--- src/hdl/jag_media_pkg.sv ---
// ========================================
// shared widths, constants and packed struct
// types for the media side of the console
// ========================================

package jag_media_pkg;

	// ========================================
	// constants
	// ========================================

	localparam logic [5:0]  CART_INDEX  = 6'd1;       // download index of a cart image
	localparam logic [23:0] CART_BASE   = 24'h80_0000; // byte address of cart start
	localparam int          BK_SECTORS  = 4;
	localparam int          BK_ADDR_W   = 10;
	localparam int          BK_DATA_W   = 16;
	localparam int          SECT_ADDR_W = 8;          // words per sector index
	localparam int          LBA_W       = BK_ADDR_W - SECT_ADDR_W;

	// ========================================
	// struct types
	// ========================================

	// host download stream
	typedef struct packed {
		logic        active;
		logic        wr;    // one cycle per word
		logic [5:0]  index;
		logic [15:0] data;
	} dl_stream_t;

	// one 64-bit write beat into cart memory
	typedef struct packed {
		logic [23:0] addr; // byte address
		logic [7:0]  be;   // one 16-bit lane set
		logic [63:0] data; // swapped word in all lanes
	} cart_beat_t;

	// menu levels
	typedef struct packed {
		logic load;
		logic save;
		logic autosave;
	} menu_cmd_t;

	// start pulses into the sequencer
	typedef struct packed {
		logic load;
		logic save;
	} bk_cmd_t;

	// core side of backup ram
	typedef struct packed {
		logic [BK_ADDR_W-1:0] addr;
		logic [BK_DATA_W-1:0] data;
		logic                 wr;
	} bram_port_t;

	// storage request to the host
	typedef struct packed {
		logic             rd;
		logic             wr;
		logic [LBA_W-1:0] lba;
	} sd_req_t;

	// host sector buffer write
	typedef struct packed {
		logic [SECT_ADDR_W-1:0] addr;
		logic [BK_DATA_W-1:0]   data;
		logic                   wr;
	} sd_buf_t;

endpackage

--- src/hdl/media_settings.sv ---
// ========================================
// backup enable, pending autosave flag and
// start pulses for the backup sequencer
// ========================================

`timescale 1ns/10ps

module media_settings (
	input  logic                     clk_sys,
	input  logic                     reset,
	input  jag_media_pkg::menu_cmd_t menu,
	input  logic                     cart_active,
	input  logic                     img_mounted,
	input  logic                     img_readonly,
	input  logic                     osd_open,
	input  logic                     core_wr,     // core writes backup ram
	input  logic                     backup_busy,
	output jag_media_pkg::bk_cmd_t   bk_cmd
);
	import jag_media_pkg::*;

	logic old_cart;      // cart_active one cycle back
	logic bk_ena;        // backup allowed
	logic pending;       // unsaved core writes
	logic auto_save;
	logic load_q, load_qq;
	logic save_q, save_qq;

	// autosave wants a save as soon as the menu opens
	assign auto_save = pending & menu.autosave & osd_open;

	// ========================================
	// enable and pending
	// ========================================

	always_ff @(posedge clk_sys) begin
		if (reset) begin
			old_cart <= 1'b0;
			bk_ena   <= 1'b0;
			pending  <= 1'b0;
		end else begin
			old_cart <= cart_active;
			if (!old_cart && cart_active)
				bk_ena <= 1'b0; // new cart, old save invalid
			// save file is mounted during the download
			if (cart_active && img_mounted && !img_readonly)
				bk_ena <= 1'b1;

			if (bk_ena && !osd_open && core_wr)
				pending <= 1'b1;
			else if (backup_busy)
				pending <= 1'b0; // a transfer covers it
		end
	end

	// ========================================
	// command edges
	// ========================================

	always_ff @(posedge clk_sys) begin
		if (reset) begin
			load_q  <= 1'b0;
			load_qq <= 1'b0;
			save_q  <= 1'b0;
			save_qq <= 1'b0;
			bk_cmd  <= '0;
		end else begin
			load_q  <= menu.load;             // register stage
			load_qq <= load_q;
			save_q  <= menu.save | auto_save;
			save_qq <= save_q;
			// menu load or the end of a cart download
			bk_cmd.load <= bk_ena & ((load_q & ~load_qq) | (old_cart & ~cart_active));
			bk_cmd.save <= bk_ena & save_q & ~save_qq;
		end
	end

endmodule

--- config.mk ---
export PLATFORM = sky130hd
export DESIGN_NAME = media_settings
export DESIGN_NICKNAME = d
export VERILOG_FILES = /design/src/hdl/jag_media_pkg.sv /design/src/hdl/media_settings.sv
export SDC_FILE = /design/constraint.sdc
export NUM_CORES = 1
export LEC_CHECK = 0
export ABC_AREA = 1
export BUFFER_PORTS_ARGS = -buffer_cell sky130_fd_sc_hd__clkbuf_2
export CAP_MARGIN = 25
export CORE_AREA = 2 2 39 41
export DETAILED_ROUTE_END_ITERATION = 6
export DIE_AREA = 0 0 41 43
export PLACE_DENSITY = 0.56
export SLEW_MARGIN = 20
export SYNTH_ARGS = -nofsm -noshare
export SYNTH_HDL_FRONTEND = slang
export SYNTH_SLANG_ARGS = --single-unit
--- constraint.sdc ---
create_clock -name clk_sys -period 1.5 [get_ports clk_sys]
set_input_delay 0 -clock clk_sys [delete_from_list [all_inputs] [get_ports clk_sys]]
set_output_delay 0 -clock clk_sys [all_outputs]
set_load 0.01 [all_outputs]
==> impl_metrics.csv <==
group,metric,value,unit
cells_and_area,fin_area,480.5,µm²
timing,post-route-period-util,0.7506,
synth,postSynthCellCount,38,
route,routedWlPerCell,7.868,µm
route,initialDrtViolationCount,6,
power,internal-power,0.0003765,W
synth,syn-cell-area,314.1,µm²
synth,yosys_warnings,0,
route,drc,0,
route,drt-total-wl,598,µm
cells_and_area,stdcell_count,76,
power,leakage,0.2435,nW
flow_run,drv_cap,0,
timing,rsz0062_at_grt,"no",
global_route,grt_max_degree,7,
synth,synth_area_leaders,"dfxtp_1 57%, inv_1 11%, nand2_1 7.2%, nor2_1 4.8%, a21oi_1 3.2%",
power,power_frac_comb,0.094,
synth,ys_seq_elements,9,
route,dr.pass1.iters,2,
timing,skew,0.004030,ns
setup_path,crit_arrival,1.27,ns
setup_path,start_kind,"input port",
timing,finalHoldViolations,0,
placed_design,hpwl,407.8,µm
setup_path,cp.required,1.65,ns
clock_tree,root_buffer,"clkbuf_4",
setup_path,path_buf_inv,4,
power,p_per_area,1002,nW/µm²
cells_and_area,final_net_count,72,
setup_path,crit_path_top_delay_cell,"dlygate4sd3_1",
setup_path,crit_type,"in -> reg",
clock_tree,numCtsBuffers,3,
cells_and_area,drive_gt1_frac,0.3333,
clock_tree,htreeDepth,1,
power,p_switching,0.0001049,W
setup_path,cp_common_cell,"dlygate4sd3_1",
setup_path,cp_max_fo,1,
timing,slew_violations,0,
synth,synth_top_area_cell,"dfxtp_1",
floorplan,die-width,41,µm
timing,fin_ws,0.3741,ns
synth,synth_edf_count,0,
timing,worst_pin_slew,0.1420,ns
synth,ys_top_cells_by_count,"9 x dfxtp_1, 9 x inv_1, 6 x nand2_1, 4 x nor2_1",
setup_path,cp_top_family,"buffers and inverters",
timing,post-route-min-period,1.126,ns
clock_tree,tritoncts,"yes",
timing,setup_viol,0,
clock_tree,ctsResizeCount,0,
synth,async_reset_ff_frac,0,
route,viasPerCell,3.776,
clock_tree,cts_buffer_depth,2,
setup_path,slowest_delay,0.55,ns
floorplan,ios,13,
timing,setup_tns,0,ns
placed_design,placed_cell_area,394.1,µm²
floorplan,core_area,1384,µm²
timing,relSlewSlack,0.9054,
min_path,min_path_type,"in -> reg",
clock_tree,path_clk_slew,0.06,ns
placed_design,gp_congestion,0.6928,
power,irDropWorstVdd,0.0003694,V
power,seqPwrFrac,0.521,
synth,syn_area_per_cell,8.265,µm²
clock_tree,clock_latency,0.26,ns
synth,seq_area_frac_synth,0.5737,
placed_design,port_buffers,12,
power,clkPwrFrac,0.384,
clock_tree,cts.sink_count,9,
synth,ys.flop_type,"dfxtp_1",
placed_design,dp_cells,66,
global_route,grtUsageTotal,0.09687,
power,power,0.0004814,W
floorplan,floorplan.initialDensity,0.2269,
setup_path,crit_chain,"dlygate4sd3_1 -> clkbuf_2 -> inv_1 -> a21oi_1 -> dlygate4sd3_1",
synth,synth_top_area_frac,0.5737,
cells_and_area,area_growth,52.99,%
route,ant_nets,0,
floorplan,dieArea,1763,µm²
global_route,grt_pass1_vias,295,
power,sw_frac_of_total,0.2179,
run_status,status,"complete, no violations",
cells_and_area,num_antenna_cells,0,
synth,syn_nets,49,
global_route,grt_pass1_wl,1076,µm
synth,yosys.cell_types.count,12,
floorplan,die_h,43,µm
global_route,antenna_found_initial,0,
floorplan,num_rows,14,
route,vias,287,
global_route,overflow,0,
placed_design,place_ws,0.9001,ns
timing,clock.fmax,0.8881,GHz
setup_path,critPathCaptureType,"flop",
## cell type report
type	instances	area, µm²
Sequential cell	9	180.2
Inverter	10	37.54
Timing Repair Buffer	18	120.1
Fill cell	148	903.4
Clock buffer	4	26.28
Tap cell	16	20.02
Multi-Input combinational cell	19	96.34
## per-stage QoR
step,hold slack [ns],util
5_1_grt,0.01420,0.3472
3_3_place_gp,0.1921,0.2848
3_5_place_dp,0.1968,0.2848
6_report,0.004424,0.3472
2_1_floorplan,0.06907,-
4_1_cts,0.0009540,0.3472
## placed cells by master (no fill, tap or decap), drive strengths merged
cell and count:
clkbuf 16, inv 10, dfxtp 9, nand2 7
dlygate4sd3 6, nor2 5, nand3 2, a21oi 2
nand3b 1, o21ai 1, nor3 1
## metal layers
layer,vias to the layer above,part of all wire,global-route usage
met3,2,0.065,0.01571
met1,118,0.43,0.1046
met5,-,0,0
li1,157,-,-
met2,10,0.49,0.1438
met4,0,0.013,0.1000
## tightest hold or removal path, stage by stage
cell and delay (ns):
clkbuf_2 0.07, nand3b_1 0.10, o21ai_2 0.05
## registers in the layout, indices dropped and copies added, names as in the netlist
register	flops
bk_cmd	2
bk_ena	1
load_q	1
load_qq	1
old_cart	1
pending	1
save_q	1
save_qq	1
## path summary, 6_finish.rpt
kind / slack [ns] / endpoint / from / cells after the start
max: 0.37 / save_q$_SDFF_PP0_ / menu[1] / 5
min: 0.004 / pending$_SDFFE_PP0P_ / backup_busy / 3
max reg2reg: 0.39 / save_q$_SDFF_PP0_ / pending$_SDFFE_PP0P_ / 3
min reg2reg: 0.41 / bk_cmd[0]$_SDFF_PP0_ / save_qq$_SDFF_PP0_ / 1
## what timing repair did
item | in CTS | in global routing
hold buffers | 6 | 0
buffers inserted | 0 | 0
hold endpoints to repair | 5 | 0
## power by group through the flow
stage / Combinational, W / Clock, W / Sequential (W)
2_1_floorplan: 0.0000156 / 0 / 0.000256
3_3_place_gp: 0.0000332 / 0 / 0.000256
3_5_place_dp: 0.0000336 / 0 / 0.000256
4_1_cts: 0.0000459 / 0.000193 / 0.000251
5_1_grt: 0.0000513 / 0.000204 / 0.000252
6_report: 0.0000454 / 0.000185 / 0.000251
## kinds of logic after synthesis
family | synth area share
buf+inv | 0.1195
simple gates | 0.2470
flops | 0.5737
compound gates | 0.05977
Note: power is estimated with default switching activity, not from simulation.
