==> src/hdl/jag_media_pkg.sv <==
// ========================================
// shared widths, constants and packed struct
// types for the media side of the console
// ========================================

package jag_media_pkg;

	// ========================================
	// constants
	// ========================================

	localparam logic [5:0]  CART_INDEX  = 6'd1;       // download index of a cart image
	localparam logic [23:0] CART_BASE   = 24'h80_0000; // byte address of cart start
	localparam int          BK_SECTORS  = 4;
	localparam int          BK_ADDR_W   = 10;
	localparam int          BK_DATA_W   = 16;
	localparam int          SECT_ADDR_W = 8;          // words per sector index
	localparam int          LBA_W       = BK_ADDR_W - SECT_ADDR_W;

	// ========================================
	// struct types
	// ========================================

	// host download stream
	typedef struct packed {
		logic        active;
		logic        wr;    // one cycle per word
		logic [5:0]  index;
		logic [15:0] data;
	} dl_stream_t;

	// one 64-bit write beat into cart memory
	typedef struct packed {
		logic [23:0] addr; // byte address
		logic [7:0]  be;   // one 16-bit lane set
		logic [63:0] data; // swapped word in all lanes
	} cart_beat_t;

	// menu levels
	typedef struct packed {
		logic load;
		logic save;
		logic autosave;
	} menu_cmd_t;

	// start pulses into the sequencer
	typedef struct packed {
		logic load;
		logic save;
	} bk_cmd_t;

	// core side of backup ram
	typedef struct packed {
		logic [BK_ADDR_W-1:0] addr;
		logic [BK_DATA_W-1:0] data;
		logic                 wr;
	} bram_port_t;

	// storage request to the host
	typedef struct packed {
		logic             rd;
		logic             wr;
		logic [LBA_W-1:0] lba;
	} sd_req_t;

	// host sector buffer write
	typedef struct packed {
		logic [SECT_ADDR_W-1:0] addr;
		logic [BK_DATA_W-1:0]   data;
		logic                   wr;
	} sd_buf_t;

endpackage

==> src/hdl/backup_sequencer.sv <==
// ========================================
// four-sector backup load and save FSM over
// the host storage handshake
// ========================================

`timescale 1ns/10ps

module backup_sequencer (
	input  logic                   clk_sys,
	input  logic                   reset,
	input  jag_media_pkg::bk_cmd_t bk_cmd,
	output jag_media_pkg::sd_req_t sd_req,
	input  logic                   sd_ack,
	input  jag_media_pkg::sd_buf_t sd_buf,
	output logic                   backup_busy,
	output logic                   host_wr      // gated buffer write into ram
);
	import jag_media_pkg::*;

	localparam logic [LBA_W-1:0] LAST_LBA = LBA_W'(BK_SECTORS - 1);

	logic old_ack;
	logic loading;  // direction of the running transfer
	logic ack_rise;
	logic ack_fall;

	assign ack_rise = !old_ack && sd_ack;
	assign ack_fall = old_ack && !sd_ack; // sector done

	// ========================================
	// sector stepping
	// ========================================

	always_ff @(posedge clk_sys) begin
		if (reset) begin
			old_ack     <= 1'b0;
			loading     <= 1'b0;
			backup_busy <= 1'b0;
			sd_req      <= '0;
		end else begin
			old_ack <= sd_ack;

			// host took the request
			if (ack_rise) begin
				sd_req.rd <= 1'b0;
				sd_req.wr <= 1'b0;
			end

			if (!backup_busy) begin
				// load wins when both arrive together
				if (bk_cmd.load || bk_cmd.save) begin
					backup_busy <= 1'b1;
					loading     <= bk_cmd.load;
					sd_req.lba  <= '0;
					sd_req.rd   <= bk_cmd.load;
					sd_req.wr   <= ~bk_cmd.load;
				end
			end else if (ack_fall) begin
				if (sd_req.lba == LAST_LBA) begin
					backup_busy <= 1'b0; // all sectors moved
					loading     <= 1'b0;
					sd_req.lba  <= '0;
				end else begin
					sd_req.lba <= sd_req.lba + 1'b1;
					sd_req.rd  <= loading;
					sd_req.wr  <= ~loading;
				end
			end
		end
	end

	// ========================================
	// buffer gating
	// ========================================

	// host data lands in ram only during a running load
	assign host_wr = backup_busy & loading & sd_ack & sd_buf.wr;

endmodule

==> config.mk <==
export PLATFORM = sky130hd
export DESIGN_NAME = backup_sequencer
export DESIGN_NICKNAME = d
export VERILOG_FILES = /design/src/hdl/jag_media_pkg.sv /design/src/hdl/backup_sequencer.sv
export SDC_FILE = /design/constraint.sdc
export NUM_CORES = 1
export LEC_CHECK = 0
export ABC_AREA = 1
export BUFFER_PORTS_ARGS = -buffer_cell sky130_fd_sc_hd__buf_4
export CORE_AREA = 2 2 39 41
export CTS_CLUSTER_DIAMETER = 100
export DETAILED_ROUTE_END_ITERATION = 8
export DIE_AREA = 0 0 41 43
export PLACE_DENSITY = 0.66
export SETUP_SLACK_MARGIN = 0.15
export SYNTH_ARGS = -nofsm -noshare
export SYNTH_HDL_FRONTEND = slang
export SYNTH_SLANG_ARGS = --single-unit
==> constraint.sdc <==
create_clock -name clk_sys -period 2.75 [get_ports clk_sys]
set_clock_uncertainty 0.1 [all_clocks]
set_input_delay 0.275 -clock clk_sys [delete_from_list [all_inputs] [get_ports clk_sys]]
set_output_delay 0.275 -clock clk_sys [all_outputs]
set_load 0.02 [all_outputs]
==> results.md, run 1 <==
- Outcome: finished clean
- Setup crit end kind: output port
- Routed Antenna Nets: 0
- RSZ-0062 raised after global routing: no
- CP max-delay cell: dfxtp_1
- Post-place setup slack: 1440 ps
- Antenna cells: 0
- TritonCTS clock tree: built
- Post-route clock period utilization: 57.9%
- Synth Register Bits: 7
- Num CTS Buffers: 3
- Yosys cell types: 13
- DRT Pass-1 Iters: 5
- Root Driver: clkbuf_4
- Power density over cell area: 496 nW/um2
- Total grt overflow: 0
- Mapped Area: 378 um2
- Final non-filler cell total: 87
- Leakage: 0.243 nW
- Initial antenna violation count: 0
- Max Clock Freq: 628 MHz
- VDD IR max: 0.177 mV
- CP startpoint kind: flop
- Slew Limit Fails: 0
- Chip Height: 43 um
- Final WL: 808 um
- P&R area growth vs syn: 34.1%
- TNS Setup: 0 ps
- Max-Cap Viols: 0
- Worst hold path depth: 2
- Core Area: 1380 um2
- Starting DRC count in detailed routing: 13
- Required time worst endpoint: 2380 ps
- Worst flop-to-flop path endpoint: sd_req[3]
- Final Util: 36.6%
- Final setup fails: 0
- PortBufs: 11
- Num rows: 14
- Ports: 36
- First-pass GRT wire length: 1.35 mm
- Hpwl dp: 618 um
- Postcts setup bufs: 0
- Net Count, Synth: 88
- Final min period: 1590 ps
- Clk pin slew, worst setup/hold paths: 50 ps
- CP Max Fanout: 8
- Worst hold start: reset
- Vias per cell: 4.41
- Tot Pwr: 0.251 mW
- Die Footprint: 1760 um2
- Clk buf depth: 2
- Largest net degree at the start of global routing: 9
- HP Class: input pin to flop
- Critical path type: flop to output port
- # nets final: 104
- Worst path cell trace: inv_2 -> nor3_1 -> buf_4
- H-tree levels: 1
- Reg2Reg Launch Point: sd_req[0]
- Placed instance count: 83
- Hold Violations, Final: 0
- Reg2reg path depth: 7
- DRC: 0
- Layout cells sized above 1: 32.4%
- Vias in the first global route: 364
- R2R Setup Slk: 1620 ps
- Total GRT Usage: 11.6%
- Crit-path max cell delay: 470 ps
- Effective utilization at floorplan: 27.3%
- Hold Crit Endpoint: sd_req[3]
- Final worst slack: 1160 ps
- Post-synthesis cell count: 56
- Sequential share of the synthesized area: 37.1%
- Clk_lat worst skew: 250 ps
- Syn_area_per_cell: 6.75 um2
- Via count: 384
- Synthesis Warnings: 0
- CTS resizes: 0
- Hold_buf cts: 0
- Worst path arrival time: 1220 ps
- GP Congestion: 0.732
- DIE WIDTH: 41 um
- Least-Margin Pin Slew: 270 ps
- Rel. slew slack: 82.0%
- WL/cell: 9.29 um
- TritonCTS Sinks: 7
[sequential cells by signal, indices dropped and copies added, names as in the netlist]
name	count
backup_busy	1
old_ack	1
sd_req	4
loading	1
[final cells by class]
cell class	instances	area, um2
clock buffers	4	26.3
fillers	159	877
inverters	9	33.8
multi-input cells	40	204
flip-flops and latches	7	140
well taps	16	20.0
repair buffers	11	82.6
[cells in the mapped netlist]
| library cell | n | share of area [%] |
|---|---|---|
| nand2_1 | 17 | 17 |
| a21oi_1 | 7 | 9.3 |
| dfxtp_1 | 7 | 37 |
| inv_2 | 5 | 5.0 |
| inv_1 | 4 | 4.0 |
| nand3_1 | 4 | 5.3 |
| nor2_1 | 4 | 4.0 |
| a21oi_2 | 2 | 4.6 |
| ha_1 | 2 | 6.6 |
| nor2_2 | 1 | 1.7 |
| nor2_4 | 1 | 3.0 |
| nor3_1 | 1 | 1.3 |
| o21ai_1 | 1 | 1.3 |
[per-layer routing]
metal	part of all wire, %	GRT usage, %	up-vias	wire, um
li1	-	-	207	-
met1	47	14.2	161	376
met2	44	16.6	14	353
met3	9.2	3.14	2	74
met4	0.50	8.00	0	4
met5	0	0	-	0
[logic make-up after synthesis]
kind of cell / after synthesis / share of synthesized area (%)
and+or+nand+nor: 28 / 32.1
AOI/OAI and AO/OA: 10 / 15.2
buffers and inverters: 9 / 8.94
DFF: 7 / 37.1
adders and majority gates: 2 / 6.62
[where the power goes]
group | total [mW] | switching [mW] | internal (mW) | leakage, nW
sequential | 0.113 | 0.00615 | 0.107 | 0.0576
clock | 0.0944 | 0.0390 | 0.0554 | 0.0150
combinational | 0.0435 | 0.0252 | 0.0184 | 0.171
[placed cells by master (no fill, tap or decap)]
cell,n
a21oi_1,7
a21oi_2,2
buf_4,11
clkbuf_1,1
clkbuf_4,3
dfxtp_1,7
ha_1,2
inv_1,4
inv_2,5
nand2_1,17
nand3_1,4
nor2_1,4
nor2_2,1
nor2_4,1
nor3_1,1
o21ai_1,1
[worst max-delay path by stage]
| stage | startpoint | end | slack, ps | cells past startpoint |
|---|---|---|---|---|
| floorplan | backup_busy | host_wr | 1210 | 2 |
| global placement | backup_busy | host_wr | 1450 | 3 |
| detailed placement | backup_busy | host_wr | 1440 | 3 |
| CTS | backup_busy | host_wr | 1150 | 3 |
| global route | backup_busy | host_wr | 1080 | 3 |
| finish | backup_busy | host_wr | 1160 | 3 |
[stage by stage]
step | cell area, um2 | hold slack, ps
after floorplan | 378 | 237
after global placement | 480 | 384
after detailed placement | 480 | 384
after CTS | 507 | 128
after global routing | 507 | 141
final | 507 | 137
[critical path, delay by kind of cell (launching register included)]
family                 cells  cell delay, ps
AND/OR/NAND/NOR            1             200
buffers and inverters      2             300
flip-flops                 1             470
(Power assumes the default switching activity.)
==> run 2, diff against run 1 <==
Settings changed: PLACE_DENSITY 0.66 to 0.68.
Clock period 2.75 ns to 1.4 ns, I/O delays scaled along.
==> run 2 against run 1 <==
Effect of this change:
- sequential share of layout area decreased by 1.3 points
- via count increased by 5.7%
- combinational power increased by 140%
- non-clock buffer count increased by 3
- worst hold slack got worse by 110 ps
- first-iteration DRC count decreased by 46%
- clock power increased by 100%
- routed wire length increased by 4.1%
- global-route usage increased by 0.089 points
- largest power group unchanged
- highest routed layer unchanged
==> results.md, run 2 (synthesis gave the netlist of run 1 again) <==
- Clock power frac: 37.4%
- Max Clock Freq: 820 MHz
- Fillers: 165
- WL/cell: 9.34 um
- WP buf/inv: 2
- Most frequent cells in the layout: nand2_1 (17), buf_4 (13), a21oi_1 (7), dfxtp_1 (6)
- TritonCTS Sinks: 7
- DIE WIDTH: 41 um
- Met3 GRT Util: 6.28%
- Root Driver: clkbuf_4
- Critical path type: flop to output port
- Internal power: 0.366 mW
- Vias per cell: 4.51
- Num CTS Buffers: 3
- Sw Share: 29.1%
- TritonCTS clock tree: built
- # nets final: 107
- Clk_lat worst skew: 270 ps
- Ports: 36
- Leakage: 0.259 nW
- Effective utilization at floorplan: 27.3%
- Antenna cells: 0
- Final Util: 39.4%
- Chip Height: 43 um
- Vias in the first global route: 363
- Outcome: finished clean
- Hold Slack: 30.1 ps
- Rel. slew slack: 88.7%
- Busiest grt layer: met2
- Psw: 0.150 mW
- Total GRT Usage: 11.6%
- Sequential power share: 42.6%
- Clk buf depth: 2
- Layout cells sized above 1: 37.8%
- Final setup fails: 0
- Post-route clock period utilization: 87.1%
- Largest net degree at the start of global routing: 8
- RSZ-0062 raised after global routing: yes
- Power density over cell area: 946 nW/um2
- Num rows: 14
- Reg area: 144 um2
- Crit-path max cell delay: 360 ps
- PortBufs: 11
- Routing usage on met2: 17.8%
- Commonest non-fill, non-tap cell in the layout: nand2_1
- Slew Limit Fails: 0
- Hpwl dp: 626 um
- CP max-delay cell: dfxtp_4
- Crit path max-delay family: flip-flops
- Max-Cap Viols: 0
- Final WL: 841 um
- First-pass GRT wire length: 1.37 mm
- Final min period: 1220 ps
- Starting DRC count in detailed routing: 7
- VDD IR max: 0.480 mV
- Least-Margin Pin Slew: 170 ps
- TNS Setup: 0 ps
- Clk pin slew, worst setup/hold paths: 50 ps
- H-tree levels: 1
- Via count: 406
- Post-place setup slack: 299 ps
- Initial antenna violation count: 0
- Routed Antenna Nets: 0
- CP startpoint kind: flop
- Met1 GRT Util: 13.2%
- P&R area growth vs syn: 44.4%
- DRT Pass-1 Iters: 4
- Setup crit end kind: output port
- Total grt overflow: 0
- Die Footprint: 1760 um2
- Hold Violations, Final: 0
- Comb power frac: 19.9%
- Multi-input logic area: 211 um2
- HP Class: input pin to flop
- Final worst slack: 181 ps
- DRC: 0
- Largest register FFs: 4
- Core Area: 1380 um2
- Worst path cell trace: inv_4 -> nor3_2 -> buf_4
- CP Max Fanout: 5
- Required time worst endpoint: 1160 ps
- GP Congestion: 0.778
- Top reg by flops: sd_req
- Worst path arrival time: 980 ps
run 2: changes by cell type in the layout (fill, tap and decap cells not counted), sizes merged:
cell / previous run / this run
buf: 11 / 13
dlygate4sd3: 0 / 1
run 2: worst register-to-register path, cell delays in order (launching register included):
cell     delay [ps]
dfxtp_4         350
buf_4           150
buf_4           140
nor2_2          120
inv_1            50
nand2_1          60
nand2_1          50
a21oi_1         110
run 2: final timing paths:
| check | startpoint | endpoint | slack [ps] | cells after the start |
|---|---|---|---|---|
| min | sd_ack | old_ack | 30 | 3 |
| max reg2reg | backup_busy | loading | 220 | 7 |
| max | backup_busy | host_wr | 180 | 3 |
| min reg2reg | loading | loading | 400 | 2 |
run 2: area by class of cell:
type	count	area share [%]
clock buffer	4	4.82
inverter	9	6.65
multi-input combinational	40	38.8
timing repair buffer	14	19.7
sequential	7	26.4
tap	16	3.67
run 2: power by group through the flow:
stage	registers, mW	clock network, mW	logic (mW)
floorplan	0.233	0	0.0444
global placement	0.224	0	0.0918
detailed placement	0.225	0	0.0926
CTS	0.219	0.202	0.102
global route	0.221	0.206	0.115
finish	0.220	0.193	0.103
run 2: what timing repair did:
| action | CTS | global route |
|---|---|---|
| buffers inserted | 1 | 0 |
| hold buffers | 1 | 0 |
| gates cloned | 0 | 0 |
| setup endpoints to repair | 1 | 2 |
| gates resized for setup | 2 | 2 |
| hold endpoints to repair | 5 | 0 |
run 2: routing by layer:
layer	share of wire, %	vias to the layer above
met1	47	176
met4	1.9	0
met2	42	15
met3	9.0	3
met5	0	-
li1	-	212
run 2: per-stage QoR:
step,power (mW),instance area (um2),instances
floorplan,0.278,383,56
global placement,0.316,493,84
detailed placement,0.318,493,84
CTS,0.522,541,90
global route,0.542,546,90
finish,0.516,546,90
