`src/hdl/jag_media_pkg.sv`:
```
// ========================================
// shared widths, constants and packed struct
// types for the media side of the console
// ========================================

package jag_media_pkg;

	// ========================================
	// constants
	// ========================================

	localparam logic [5:0]  CART_INDEX  = 6'd1;       // download index of a cart image
	localparam logic [23:0] CART_BASE   = 24'h80_0000; // byte address of cart start
	localparam int          BK_SECTORS  = 4;
	localparam int          BK_ADDR_W   = 10;
	localparam int          BK_DATA_W   = 16;
	localparam int          SECT_ADDR_W = 8;          // words per sector index
	localparam int          LBA_W       = BK_ADDR_W - SECT_ADDR_W;

	// ========================================
	// struct types
	// ========================================

	// host download stream
	typedef struct packed {
		logic        active;
		logic        wr;    // one cycle per word
		logic [5:0]  index;
		logic [15:0] data;
	} dl_stream_t;

	// one 64-bit write beat into cart memory
	typedef struct packed {
		logic [23:0] addr; // byte address
		logic [7:0]  be;   // one 16-bit lane set
		logic [63:0] data; // swapped word in all lanes
	} cart_beat_t;

	// menu levels
	typedef struct packed {
		logic load;
		logic save;
		logic autosave;
	} menu_cmd_t;

	// start pulses into the sequencer
	typedef struct packed {
		logic load;
		logic save;
	} bk_cmd_t;

	// core side of backup ram
	typedef struct packed {
		logic [BK_ADDR_W-1:0] addr;
		logic [BK_DATA_W-1:0] data;
		logic                 wr;
	} bram_port_t;

	// storage request to the host
	typedef struct packed {
		logic             rd;
		logic             wr;
		logic [LBA_W-1:0] lba;
	} sd_req_t;

	// host sector buffer write
	typedef struct packed {
		logic [SECT_ADDR_W-1:0] addr;
		logic [BK_DATA_W-1:0]   data;
		logic                   wr;
	} sd_buf_t;

endpackage

```
`src/hdl/cart_loader.sv`:
```
// ========================================
// download stream to cart write beats with
// four-phase memory handshake
// ========================================

`timescale 1ns/10ps

module cart_loader (
	input  logic                      clk_sys,
	input  logic                      reset,
	input  jag_media_pkg::dl_stream_t dl,
	output logic                      cart_active,
	output logic                      download_wait, // holds the stream off
	output jag_media_pkg::cart_beat_t cart_mem,
	output logic                      mem_req,
	input  logic                      mem_ack
);
	import jag_media_pkg::*;

	typedef enum logic [1:0] {
		ST_IDLE, // waiting for a stream word
		ST_REQ,  // req high until ack
		ST_DROP  // req low until ack falls
	} ld_state_t;

	ld_state_t   state;
	logic        old_active;
	logic        is_cart;
	logic [23:0] loader_addr; // byte address of the next beat
	logic [15:0] word_q;      // latched stream word
	logic [15:0] word_bs;
	logic [7:0]  lane_be;

	assign is_cart = (dl.index == CART_INDEX);
	assign word_bs = {word_q[7:0], word_q[15:8]}; // big endian memory

	// lane from word offset inside the 64-bit beat
	always_comb begin
		case (loader_addr[2:1])
			2'd0:    lane_be = 8'b1100_0000;
			2'd1:    lane_be = 8'b0011_0000;
			2'd2:    lane_be = 8'b0000_1100;
			default: lane_be = 8'b0000_0011;
		endcase
	end

	assign cart_mem = '{addr: loader_addr, be: lane_be, data: {4{word_bs}}};

	// ========================================
	// download tracking and address
	// ========================================

	always_ff @(posedge clk_sys) begin
		if (reset) begin
			old_active  <= 1'b0;
			cart_active <= 1'b0;
			loader_addr <= CART_BASE;
		end else begin
			old_active <= dl.active;
			if (!old_active && dl.active && is_cart) begin
				cart_active <= 1'b1;
				loader_addr <= CART_BASE; // every image starts at the base
			end
			if (old_active && !dl.active)
				cart_active <= 1'b0;
			if (state == ST_REQ && mem_ack)
				loader_addr <= loader_addr + 24'd2; // one word per beat
		end
	end

	// payload, taken only while idle
	always_ff @(posedge clk_sys) begin
		if (state == ST_IDLE && dl.wr)
			word_q <= dl.data;
	end

	// ========================================
	// memory handshake
	// ========================================

	always_ff @(posedge clk_sys) begin
		if (reset) begin
			state         <= ST_IDLE;
			mem_req       <= 1'b0;
			download_wait <= 1'b0;
		end else begin
			case (state)
				ST_IDLE: if (dl.wr && dl.active && is_cart) begin
					mem_req       <= 1'b1;
					download_wait <= 1'b1; // one beat in flight
					state         <= ST_REQ;
				end
				ST_REQ: if (mem_ack) begin
					mem_req <= 1'b0;
					state   <= ST_DROP;
				end
				ST_DROP: if (!mem_ack) begin
					download_wait <= 1'b0; // stream may go on
					state         <= ST_IDLE;
				end
				default: state <= ST_IDLE;
			endcase
		end
	end

endmodule

```
`config.mk`:
```
export PLATFORM = sky130hd
export DESIGN_NAME = cart_loader
export DESIGN_NICKNAME = d
export VERILOG_FILES = /design/src/hdl/jag_media_pkg.sv /design/src/hdl/cart_loader.sv
export SDC_FILE = /design/constraint.sdc
export NUM_CORES = 1
export LEC_CHECK = 0
export CELL_PAD_IN_SITES_DETAIL_PLACEMENT = 0
export CELL_PAD_IN_SITES_GLOBAL_PLACEMENT = 1
export CORE_MARGIN = 1.5
export CORE_UTILIZATION = 26
export CTS_BUF_LIST = sky130_fd_sc_hd__clkbuf_2 sky130_fd_sc_hd__clkbuf_4 sky130_fd_sc_hd__clkbuf_8
export DETAILED_ROUTE_END_ITERATION = 16
export DONT_BUFFER_PORTS = 1
export GPL_TIMING_DRIVEN = 0
export PLACE_DENSITY_LB_ADDON = 0.3
export SYNTH_ARGS = -nofsm -noshare
export SYNTH_HDL_FRONTEND = slang
export SYNTH_SLANG_ARGS = --single-unit
export TNS_END_PERCENT = 1
```
`constraint.sdc`:
```
create_clock -name clk_sys -period 2.8 [get_ports clk_sys]
set_clock_uncertainty 0.15 [all_clocks]
set_input_delay 0.14 -clock clk_sys [delete_from_list [all_inputs] [get_ports clk_sys]]
set_output_delay 0.14 -clock clk_sys [all_outputs]
set_load 0.005 [all_outputs]
```
==> results of run 1 <==
metal layers:
| layer | vias up | track usage [%] | wire length, um |
|---|---|---|---|
| li1 | 863 | - | - |
| met1 | 853 | 13.9 | 2480 |
| met2 | 114 | 21.9 | 2970 |
| met3 | 2 | 4.47 | 622 |
| met4 | 0 | 2.93 | 23 |
| met5 | - | 0 | 0 |
area by class of cell:
type,count,area share (%)
Timing Repair Buffer,24,8.35
Clock buffer,5,2.38
Buffer,57,14.4
Tap cell,108,4.67
Inverter,6,0.779
Clock inverter,3,1.43
Sequential cell,45,36.7
Multi-Input combinational cell,132,31.3
power groups by stage:
stage	logic [mW]	clock network [mW]	registers (mW)
floorplan	0.0753	0	0.720
global placement	0.0867	0	0.725
detailed placement	0.0882	0	0.725
CTS	0.115	0.521	0.709
global route	0.123	0.547	0.711
finish	0.114	0.500	0.709
registers in the layout (all words and copies together) (netlist names):
register       count
download_wait      1
cart_active        1
old_active         1
state              2
word_q            16
mem_req            1
loader_addr       23
cells by family (layout without fill, tap and decap cells):
| logic type | count (synthesis) | after routing | synth area share, % |
|---|---|---|---|
| fa+ha+maj | 5 | 5 | 2.61 |
| compound gates | 33 | 33 | 8.45 |
| simple gates | 82 | 82 | 21.8 |
| other cells | 1 | 1 | 0.156 |
| buf+inv | 63 | 95 | 18.3 |
| flops | 45 | 45 | 44.2 |
| mux | 6 | 6 | 2.61 |
| xor+xnor | 5 | 5 | 1.83 |
worst min path at each step:
stage	startpoint	end	slack, ns	cells after the start
floorplan	dl[0]	word_q[0]$_DFFE_PP_	0.09	0
global placement	dl[1]	word_q[1]$_DFFE_PP_	0.09	0
detailed placement	dl[1]	word_q[1]$_DFFE_PP_	0.09	0
CTS	reset	loader_addr[18]$_SDFFE_PP0P_	0.02	2
global route	reset	loader_addr[1]$_SDFFE_PP0P_	0.03	2
finish	reset	loader_addr[1]$_SDFFE_PP0P_	0.03	2
layout by cell type, fill, tap and decap left out, types with 2 or more instances in the layout:
cell	n
nand2b_1	3
xor2_1	3
clkbuf_1	2
nand2_1	13
nor3b_1	2
o21ai_0	6
nor2_1	9
mux2i_1	4
nor3_1	5
nor4_1	4
or3_1	4
and4_1	3
or2_2	5
nand3_1	7
ha_1	5
edfxtp_1	16
clkbuf_8	5
nand4_1	9
buf_4	54
nand3_4	2
inv_1	6
dlygate4sd3_1	23
dfxtp_1	29
a31oi_1	2
a21oi_1	13
mux2_2	2
and3b_1	2
o211ai_1	6
xnor2_1	2
nor2b_1	2
per-stage QoR:
stage	setup WS, ns	TNS (ns)	utilization, %	power, mW
2_1_floorplan	0.423	0	-	0.796
6_report	0.806	0	32.7	1.32
3_5_place_dp	0.862	0	28.8	0.813
4_1_cts	0.770	0	32.7	1.35
3_3_place_gp	-0.424	-2.17	28.6	0.811
5_1_grt	0.585	0	32.7	1.38
what timing repair did:
item | in CTS | in global routing
endpoints found under the setup margin | 0 | 0
hold buffers | 23 | 0
endpoints found under the hold margin | 27 | 0
worst register-to-register path, stage by stage (launching register included):
cell and delay, ns:
dfxtp_1 0.37, nor3b_2 0.49, nand4_1 0.14, dlygate4sd3_1 0.63, a21oi_1 0.15
==> run metrics, run 1 <==
outcome=complete, no violations; die span in y=around 100 um; Slew HR=48.6%; CTS tree=done; post-synth top area share=24.2%; reg-to-reg endpoint=download_wait$_SDFFE_PP0P_; DRT antenna net count=0; root buffer cell=clkbuf_8; half-perimeter wire length after detailed placement=4460 um; Rows=34; Post-synth ARST share=0%; Max clock buf depth=2; clock network fraction of total power=around 38%; first-pass GRT wire length=between 9000 and 10000 um; Critical Path AT=between 2 and 2.5 ns; most numerous cell in the Yosys netlist=buf_4; Fin Hold WS=between 0.03 and 0.04 ns; fmax=~500 MHz; DIE AREA=about 10000 um^2; sequential share of the synthesized area=about 44%; GP Congestion=around 0.74; CTS Buf Count=5; cell taking the most area after synthesis=dfxtp_1; area grow syn2layout=20.5%; I/O pins=126; fin crit share=71.2%; PwrDens=between 400 and 500 nW/um^2; CP peak stage delay=about 0.63 ns; number of cells on the critical path=4; Final Hold Fails=0; Cell variety after synth=47; vias in the first global route=approximately 1.7k; Post-Synthesis Cells=240; largest cells by area after synthesis=dfxtp_1 24%, edfxtp_1 20%, buf_4 17%, a21oi_1 2.7%, ha_1 2.6%; layout cell share with drive strength beyond 1=30.1%; Setup crit start=state[0]$_SDFFE_PP0P_; R2R depth=4; crit-path max FO=6; post-CTS setup buffers=0; detailed-route via count=roughly 1.8k; Avg Vias per Cell=approximately 4.8; drt total wl=6100 um; Initial Util=27.1%; Port Buf Inserts=0; FF+latch area=1060 um^2; multi-input logic area=905 um^2; RSZ-0062 raised after global routing=no; DRC=0; max cap viols=0; DRT Pass-1 Iters=4; Post-Synthesis Cell Area=2400 um^2; Leak Pwr=1.05 nW; die width=99.1 um; Primary FF master, synth=dfxtp_1; combinational power share=8.6%; Nets=between 300 and 400; Worst Hold Class=in2reg; flops & latches, synth=45; CP max stage cell=dlygate4sd3_1; Worst-Margin Slew=0.767 ns; fillers=902; Startpoint Class=flop; sequential power share=53.6%; final setup fails=0; max-slew violations=0; P_sw=a little under 0.3 mW; H-tree depth=2; worst vdd ir=about 0.17 mV; cell area after layout=between 2000 and 3000 um^2; Syn Nets=about 270; number of DRC markers in iteration 0=71; GR Util All Layers=roughly 12%; Post-Layout Cell Count=between 300 and 400; crit path buf inv count=1; Setup crit end=download_wait$_SDFFE_PP0P_; WS Path Type=reg2reg; EDFF count, synth=16; cell family with most CP delay=simple AND/OR/NAND/NOR gates; Avg Cell Area, Syn=between 9 and 10 um^2; clock insertion delay at the later pin of the skew report=roughly 0.30 ns; mean routed wirelength per cell=16.1 um; initial antenna violation count=0; Yosys warning total=0; Worst R2R Setup Slack=slightly above 0.8 ns; switch share=between 20 and 25%; Clock Sinks=45; grt ovf=0; Internal Pwr Total=1.03 mW; Required @ worst endpoint=2.89 ns; Placed Area=2550 um^2; n_diodes=0; crit path cell chain=nor3b_2, nand4_1, dlygate4sd3_1, a21oi_1; Post-synth top cells=54 x buf_4, 29 x dfxtp_1, 16 x edfxtp_1; Placeable Area=~8800 um^2; post-CTS resize count=0; placed cells=between 300 and 400; Worst-path clk slew=around 0.1 ns; largest net degree at the start of global routing=15; critical path endpoint category=flop; reg2reg start=state[0]$_SDFFE_PP0P_; Tmin final=approximately 2.0 ns
No activity file was read; power rests on OpenSTA's default activity.
==> inputs of run 2 (changes only) <==
Clock period 2.8 ns to 1.9 ns, I/O delays scaled along.
==> run metrics, run 2 (same netlist as run 1, synthesis figures left out) <==
Util after Layout=33.4% (was 32.7%); DRT Pass-1 Iters=6 (was 4); Worst-Margin Slew=0.539 ns (was 0.767 ns); fillers=908 (was 902); Max clock buf depth=2 (unchanged); Worst Hold End=state[0]$_SDFFE_PP0P_ (was loader_addr[1]$_SDFFE_PP0P_); initial antenna violation count=0 (unchanged); Setup crit start=loader_addr[5]$_SDFFE_PP0P_ (was state[0]$_SDFFE_PP0P_); grt ovf=0 (unchanged); Placeable Area=8850 um^2 (unchanged); Rows=34 (unchanged); Worst Hold Class=in2reg (unchanged); area grow syn2layout=23.3% (was 20.5%); outcome=complete, no violations (unchanged); commonest non-fill, non-tap cells in the layout=59 x buf_4, 25 x dfxtp_1, 22 x dlygate4sd3_1 (was 54 x buf_4, 29 x dfxtp_1, 23 x dlygate4sd3_1); PwrDens=667 nW/um^2 (was 458 nW/um^2); Startpoint Class=flop (unchanged); Final Power=1.97 mW (was 1.32 mW); detailed-route via count=1850 (was 1832); Post-Layout Cell Count=383 (was 380); CP max stage cell=dfxtp_1 (was dlygate4sd3_1); DRC=0 (unchanged); Top Registers=loader_addr x23, word_q x16, state x2 (unchanged); Tmin final=1.87 ns (was 1.99 ns); vias in the first global route=1651 (was 1663); CTS tree=done (unchanged); R2R depth=4 (unchanged); Hold Startpoint=dl[22] (was reset); DIE AREA=9810 um^2 (unchanged); max FFs per register=23 (unchanged); GR Util All Layers=12.0% (was 12.3%); Clock Sinks=45 (unchanged); Critical Path AT=1.93 ns (was 2.08 ns); Slew HR=64.1% (was 48.6%); mean routed wirelength per cell=15.7 um (was 16.1 um); most common cell after layout, fill and taps aside=buf_4 (unchanged); n_diodes=0 (unchanged); Leak Pwr=1.12 nW (was 1.05 nW); Total Neg Setup Slack=0 ns (unchanged); Nets=306 (was 303); fmax=536 MHz (was 501 MHz); Worst-path clk slew=0.10 ns (about the same); root buffer cell=clkbuf_8 (unchanged); placed cells=348 (was 349); Port Buf Inserts=0 (unchanged); largest net degree at the start of global routing=18 (was 15); GP Congestion=0.755 (was 0.745); max cap viols=0 (unchanged); Fin Hold WS=0.0607 ns (was 0.0335 ns); Avg Vias per Cell=4.83 (was 4.82); reg-to-reg endpoint=loader_addr[23]$_SDFFE_PP1P_ (was download_wait$_SDFFE_PP0P_); fin crit share=98.2% (was 71.2%); Final Hold Fails=0 (unchanged); I/O pins=126 (unchanged); first-pass GRT wire length=9070 um (was 9270 um); die span in y=99.1 um (unchanged); Required @ worst endpoint=1.96 ns (was 2.89 ns); drt total wl=6000 um (was 6100 um); RSZ-0062 raised after global routing=yes (was no); hold path cells=3 (was 2); worst vdd ir=0.316 mV (was 0.169 mV); Worst R2R Setup Slack=0.03 ns (was 0.81 ns); critical path endpoint category=flop (unchanged); crit-path max FO=8 (was 6); Reg with most FFs=loader_addr (unchanged); DRT antenna net count=0 (unchanged); CP peak stage delay=0.50 ns (was 0.63 ns); half-perimeter wire length after detailed placement=4440 um (was 4460 um); CTS Buf Count=5 (unchanged); crit path cell chain=and4_4, nand3_4, nor4_2, mux2_2 (was nor3b_2, nand4_1, dlygate4sd3_1, a21oi_1); layout cell share with drive strength beyond 1=34.5% (was 30.1%); number of DRC markers in iteration 0=54 (was 71); H-tree depth=2 (unchanged); Initial Util=27.1% (unchanged); max-slew violations=0 (unchanged); final setup fails=0 (unchanged); WS Path Type=reg2reg (unchanged); reg2reg start=loader_addr[5]$_SDFFE_PP0P_ (was state[0]$_SDFFE_PP0P_); die width=99.1 um (unchanged); clock insertion delay at the later pin of the skew report=0.31 ns (was 0.30 ns)
[run 2: changes by cell type in the layout (fill, tap and decap cells not counted), moves of 2 or more]
cell	change
buf_4	+5
nor4_1	-2
dfxtp_2	+4
dfxtp_1	-4
[run 2: final cells by class]
| class | instances | area, um^2 | area share, % |
|---|---|---|---|
| Multi-Input combinational cell | 132 | 943 | 31.9 |
| Tap cell | 108 | 135 | 4.57 |
| Inverter | 6 | 22.5 | 0.761 |
| Clock inverter | 2 | 38.8 | 1.31 |
| Timing Repair Buffer | 27 | 258 | 8.71 |
| Clock buffer | 6 | 76.3 | 2.58 |
| Buffer | 57 | 418 | 14.1 |
| Sequential cell | 45 | 1070 | 36.0 |
[run 2: worst max path at each step]
stage | endpoint | slack (ns) | cells past startpoint
2_1_floorplan | download_wait$_SDFFE_PP0P_ | 0.15 | 3
3_3_place_gp | download_wait$_SDFFE_PP0P_ | -0.38 | 3
3_5_place_dp | download_wait$_SDFFE_PP0P_ | -0.38 | 3
4_1_cts | download_wait$_SDFFE_PP0P_ | -0.03 | 3
5_1_grt | loader_addr[23]$_SDFFE_PP1P_ | -0.06 | 4
6_report | loader_addr[23]$_SDFFE_PP1P_ | 0.03 | 4
[run 2: critical path: cells and delay by family (launching register included)]
family	cells	cell delay [ns]
simple gates	3	0.76
flops	1	0.50
mux	1	0.36
[run 2: metrics by stage]
step	area, um^2	setup WS [ns]
finish	2960	0.0336
floorplan	2400	0.153
CTS	2890	-0.0321
global placement	2540	-0.375
global route	2960	-0.0556
detailed placement	2540	-0.379
[run 2: repair_timing]
item	CTS	global route
endpoints found under the setup margin	23	16
setup buffers	0	5
hold buffers	21	1
resized for setup	4	8
pin swaps	0	1
hold endpoints to repair	35	1
[run 2: routing by layer]
layer	GRT usage [%]	share of wire [%]
met5	0	0
met3	4.26	9.4
met2	21.9	50
met1	13.3	39
met4	2.93	1.0
[run 2: power by group]
group	leakage [nW]	switching, mW	internal [mW]
Combinational	0.664	0.0631	0.111
Clock	0.0588	0.345	0.410
Sequential	0.392	0.0241	1.02
Total	1.12	0.432	1.54
==> inputs of run 3 (changes only) <==
Settings changed: CELL_PAD_IN_SITES_DETAIL_PLACEMENT 0 to unset, CELL_PAD_IN_SITES_GLOBAL_PLACEMENT 1 to unset, SKIP_CTS_REPAIR_TIMING set to 1.
==> run metrics, run 3 (same netlist as run 1, synthesis figures left out) <==
outcome=complete, no violations (unchanged); critical path endpoint category=flop (unchanged); Port Buf Inserts=0 (unchanged); Top Registers=loader_addr x23, word_q x16, state x2 (unchanged); max FFs per register=23 (unchanged); Critical Path AT=1.87 ns (was 1.93 ns); switch share=23.5% (was 21.9%); cell area after layout=2890 um^2 (was 2960 um^2); largest net degree at the start of global routing=18 (unchanged); PwrDens=634 nW/um^2 (was 667 nW/um^2); GR Util All Layers=11.2% (was 12.0%); Rows=34 (unchanged); Startpoint Class=flop (unchanged); Worst-Margin Slew=0.533 ns (was 0.539 ns); Worst-path clk slew=0.09 ns (was 0.10 ns); fin crit share=95.7% (was 98.2%); RSZ-0062 raised after global routing=yes (unchanged); drt total wl=5870 um (was 6000 um); Worst Hold End=loader_addr[1]$_SDFFE_PP0P_ (was state[0]$_SDFFE_PP0P_); Util after Layout=32.7% (was 33.4%); Post-Layout Cell Count=379 (was 383); Nets=302 (was 306); GP Congestion=0.737 (was 0.755); CTS Buf Count=5 (unchanged); commonest non-fill, non-tap cells in the layout=55 x buf_4, 25 x dfxtp_1, 22 x dlygate4sd3_1 (was 59 x buf_4, 25 x dfxtp_1, 22 x dlygate4sd3_1); final setup margin=0.0814 ns (was 0.0336 ns); WS Path Type=reg2reg (unchanged); fmax=550 MHz (was 536 MHz); Reg with most FFs=loader_addr (unchanged); most common cell after layout, fill and taps aside=buf_4 (unchanged); Worst Hold Class=in2reg (unchanged); Leak Pwr=1.05 nW (was 1.12 nW); Total Neg Setup Slack=0 ns (unchanged); CTS tree=done (unchanged); hold path cells=2 (was 3); vias in the first global route=1609 (was 1651); area grow syn2layout=20.5% (was 23.3%); DIE AREA=9810 um^2 (unchanged); I/O pins=126 (unchanged); number of DRC markers in iteration 0=33 (was 54); Final Hold Fails=0 (unchanged); DRT antenna net count=0 (unchanged); clock insertion delay at the later pin of the skew report=0.30 ns (was 0.31 ns); P_sw=0.432 mW (about the same); layout cell share with drive strength beyond 1=34.3% (was 34.5%); clock network fraction of total power=33.8% (was 38.2%); R2R depth=4 (unchanged); die width=99.1 um (unchanged); max-slew violations=0 (unchanged); max cap viols=0 (unchanged); combinational power share=9.1% (was 8.8%); Required @ worst endpoint=1.95 ns (was 1.96 ns); crit-path max FO=8 (unchanged); Final Power=1.83 mW (was 1.97 mW); H-tree depth=2 (unchanged); Hold Startpoint=reset (was dl[22]); DRT Pass-1 Iters=4 (was 6); Fin Hold WS=0.00710 ns (was 0.0607 ns); mean routed wirelength per cell=15.5 um (was 15.7 um); Placeable Area=8850 um^2 (unchanged); Clock Sinks=45 (unchanged); root buffer cell=clkbuf_8 (unchanged); Place WS=-0.388 ns (was -0.379 ns); n_diodes=0 (unchanged); DRC=0 (unchanged); Placed Area=2540 um^2 (unchanged); first-pass GRT wire length=8560 um (was 9070 um); detailed-route via count=1833 (was 1850); reg-to-reg endpoint=loader_addr[23]$_SDFFE_PP1P_ (unchanged); sequential power share=57.0% (was 52.9%); Initial Util=27.1% (unchanged); worst vdd ir=0.283 mV (was 0.316 mV); initial antenna violation count=0 (unchanged); die span in y=99.1 um (unchanged); Max clock buf depth=2 (unchanged); Worst R2R Setup Slack=0.08 ns (was 0.03 ns); reg2reg start=loader_addr[6]$_SDFFE_PP0P_ (was loader_addr[5]$_SDFFE_PP0P_); Tmin final=1.82 ns (was 1.87 ns); Internal Pwr Total=1.40 mW (was 1.54 mW); final setup fails=0 (unchanged); Avg Vias per Cell=4.84 (was 4.83); half-perimeter wire length after detailed placement=4190 um (was 4440 um); Slew HR=64.5% (was 64.1%); placed cells=348 (unchanged); grt ovf=0 (unchanged)
run 3: changes by cell type in the layout (fill, tap and decap cells not counted), sizes merged:
cell      change
buf           -4
clkinvlp      +1
inv           +1
clkinv        -1
bufinv        -1
run 3: critical path, cell delays in order (launching register included):
cell     delay [ns]
dfxtp_1        0.48
and4_4         0.34
nand3_4        0.14
nor4_2         0.26
mux2_2         0.36
run 3: how the worst max path moves through the flow:
stage	slack [ns]	cells past startpoint	from	endpoint
2_1_floorplan	0.15	3	state[0]$_SDFFE_PP0P_	download_wait$_SDFFE_PP0P_
3_3_place_gp	-0.36	3	state[0]$_SDFFE_PP0P_	download_wait$_SDFFE_PP0P_
3_5_place_dp	-0.39	3	state[0]$_SDFFE_PP0P_	download_wait$_SDFFE_PP0P_
4_1_cts	-0.40	3	state[0]$_SDFFE_PP0P_	mem_req$_SDFFE_PP0P_
5_1_grt	-0.05	4	loader_addr[5]$_SDFFE_PP0P_	loader_addr[23]$_SDFFE_PP1P_
6_report	0.08	4	loader_addr[6]$_SDFFE_PP0P_	loader_addr[23]$_SDFFE_PP1P_
run 3: metal layers:
metal | global-route usage [%] | vias up | share of wire, %
met4 | 4.01 | 0 | 1.5
met3 | 4.54 | 7 | 10
li1 | - | 860 | -
met2 | 19.2 | 110 | 49
met1 | 12.6 | 856 | 39
met5 | 0 | - | 0
run 3: cell type report:
| cell class | instances | area [um^2] |
|---|---|---|
| buffer | 57 | 418 |
| clock buffer | 6 | 76.3 |
| clock inverter | 2 | 13.8 |
| fill | 914 | 5960 |
| inverter | 6 | 22.5 |
| multi-input combinational | 132 | 932 |
| sequential | 45 | 1070 |
| tap | 108 | 135 |
| timing repair buffer | 23 | 228 |
run 3: power by group through the flow:
stage | Combinational (mW) | Clock (mW) | Sequential [mW]
2_1_floorplan | 0.111 | 0 | 1.06
3_3_place_gp | 0.127 | 0 | 1.07
3_5_place_dp | 0.127 | 0 | 1.07
4_1_cts | 0.127 | 0.656 | 1.05
5_1_grt | 0.180 | 0.695 | 1.05
6_report | 0.168 | 0.620 | 1.05
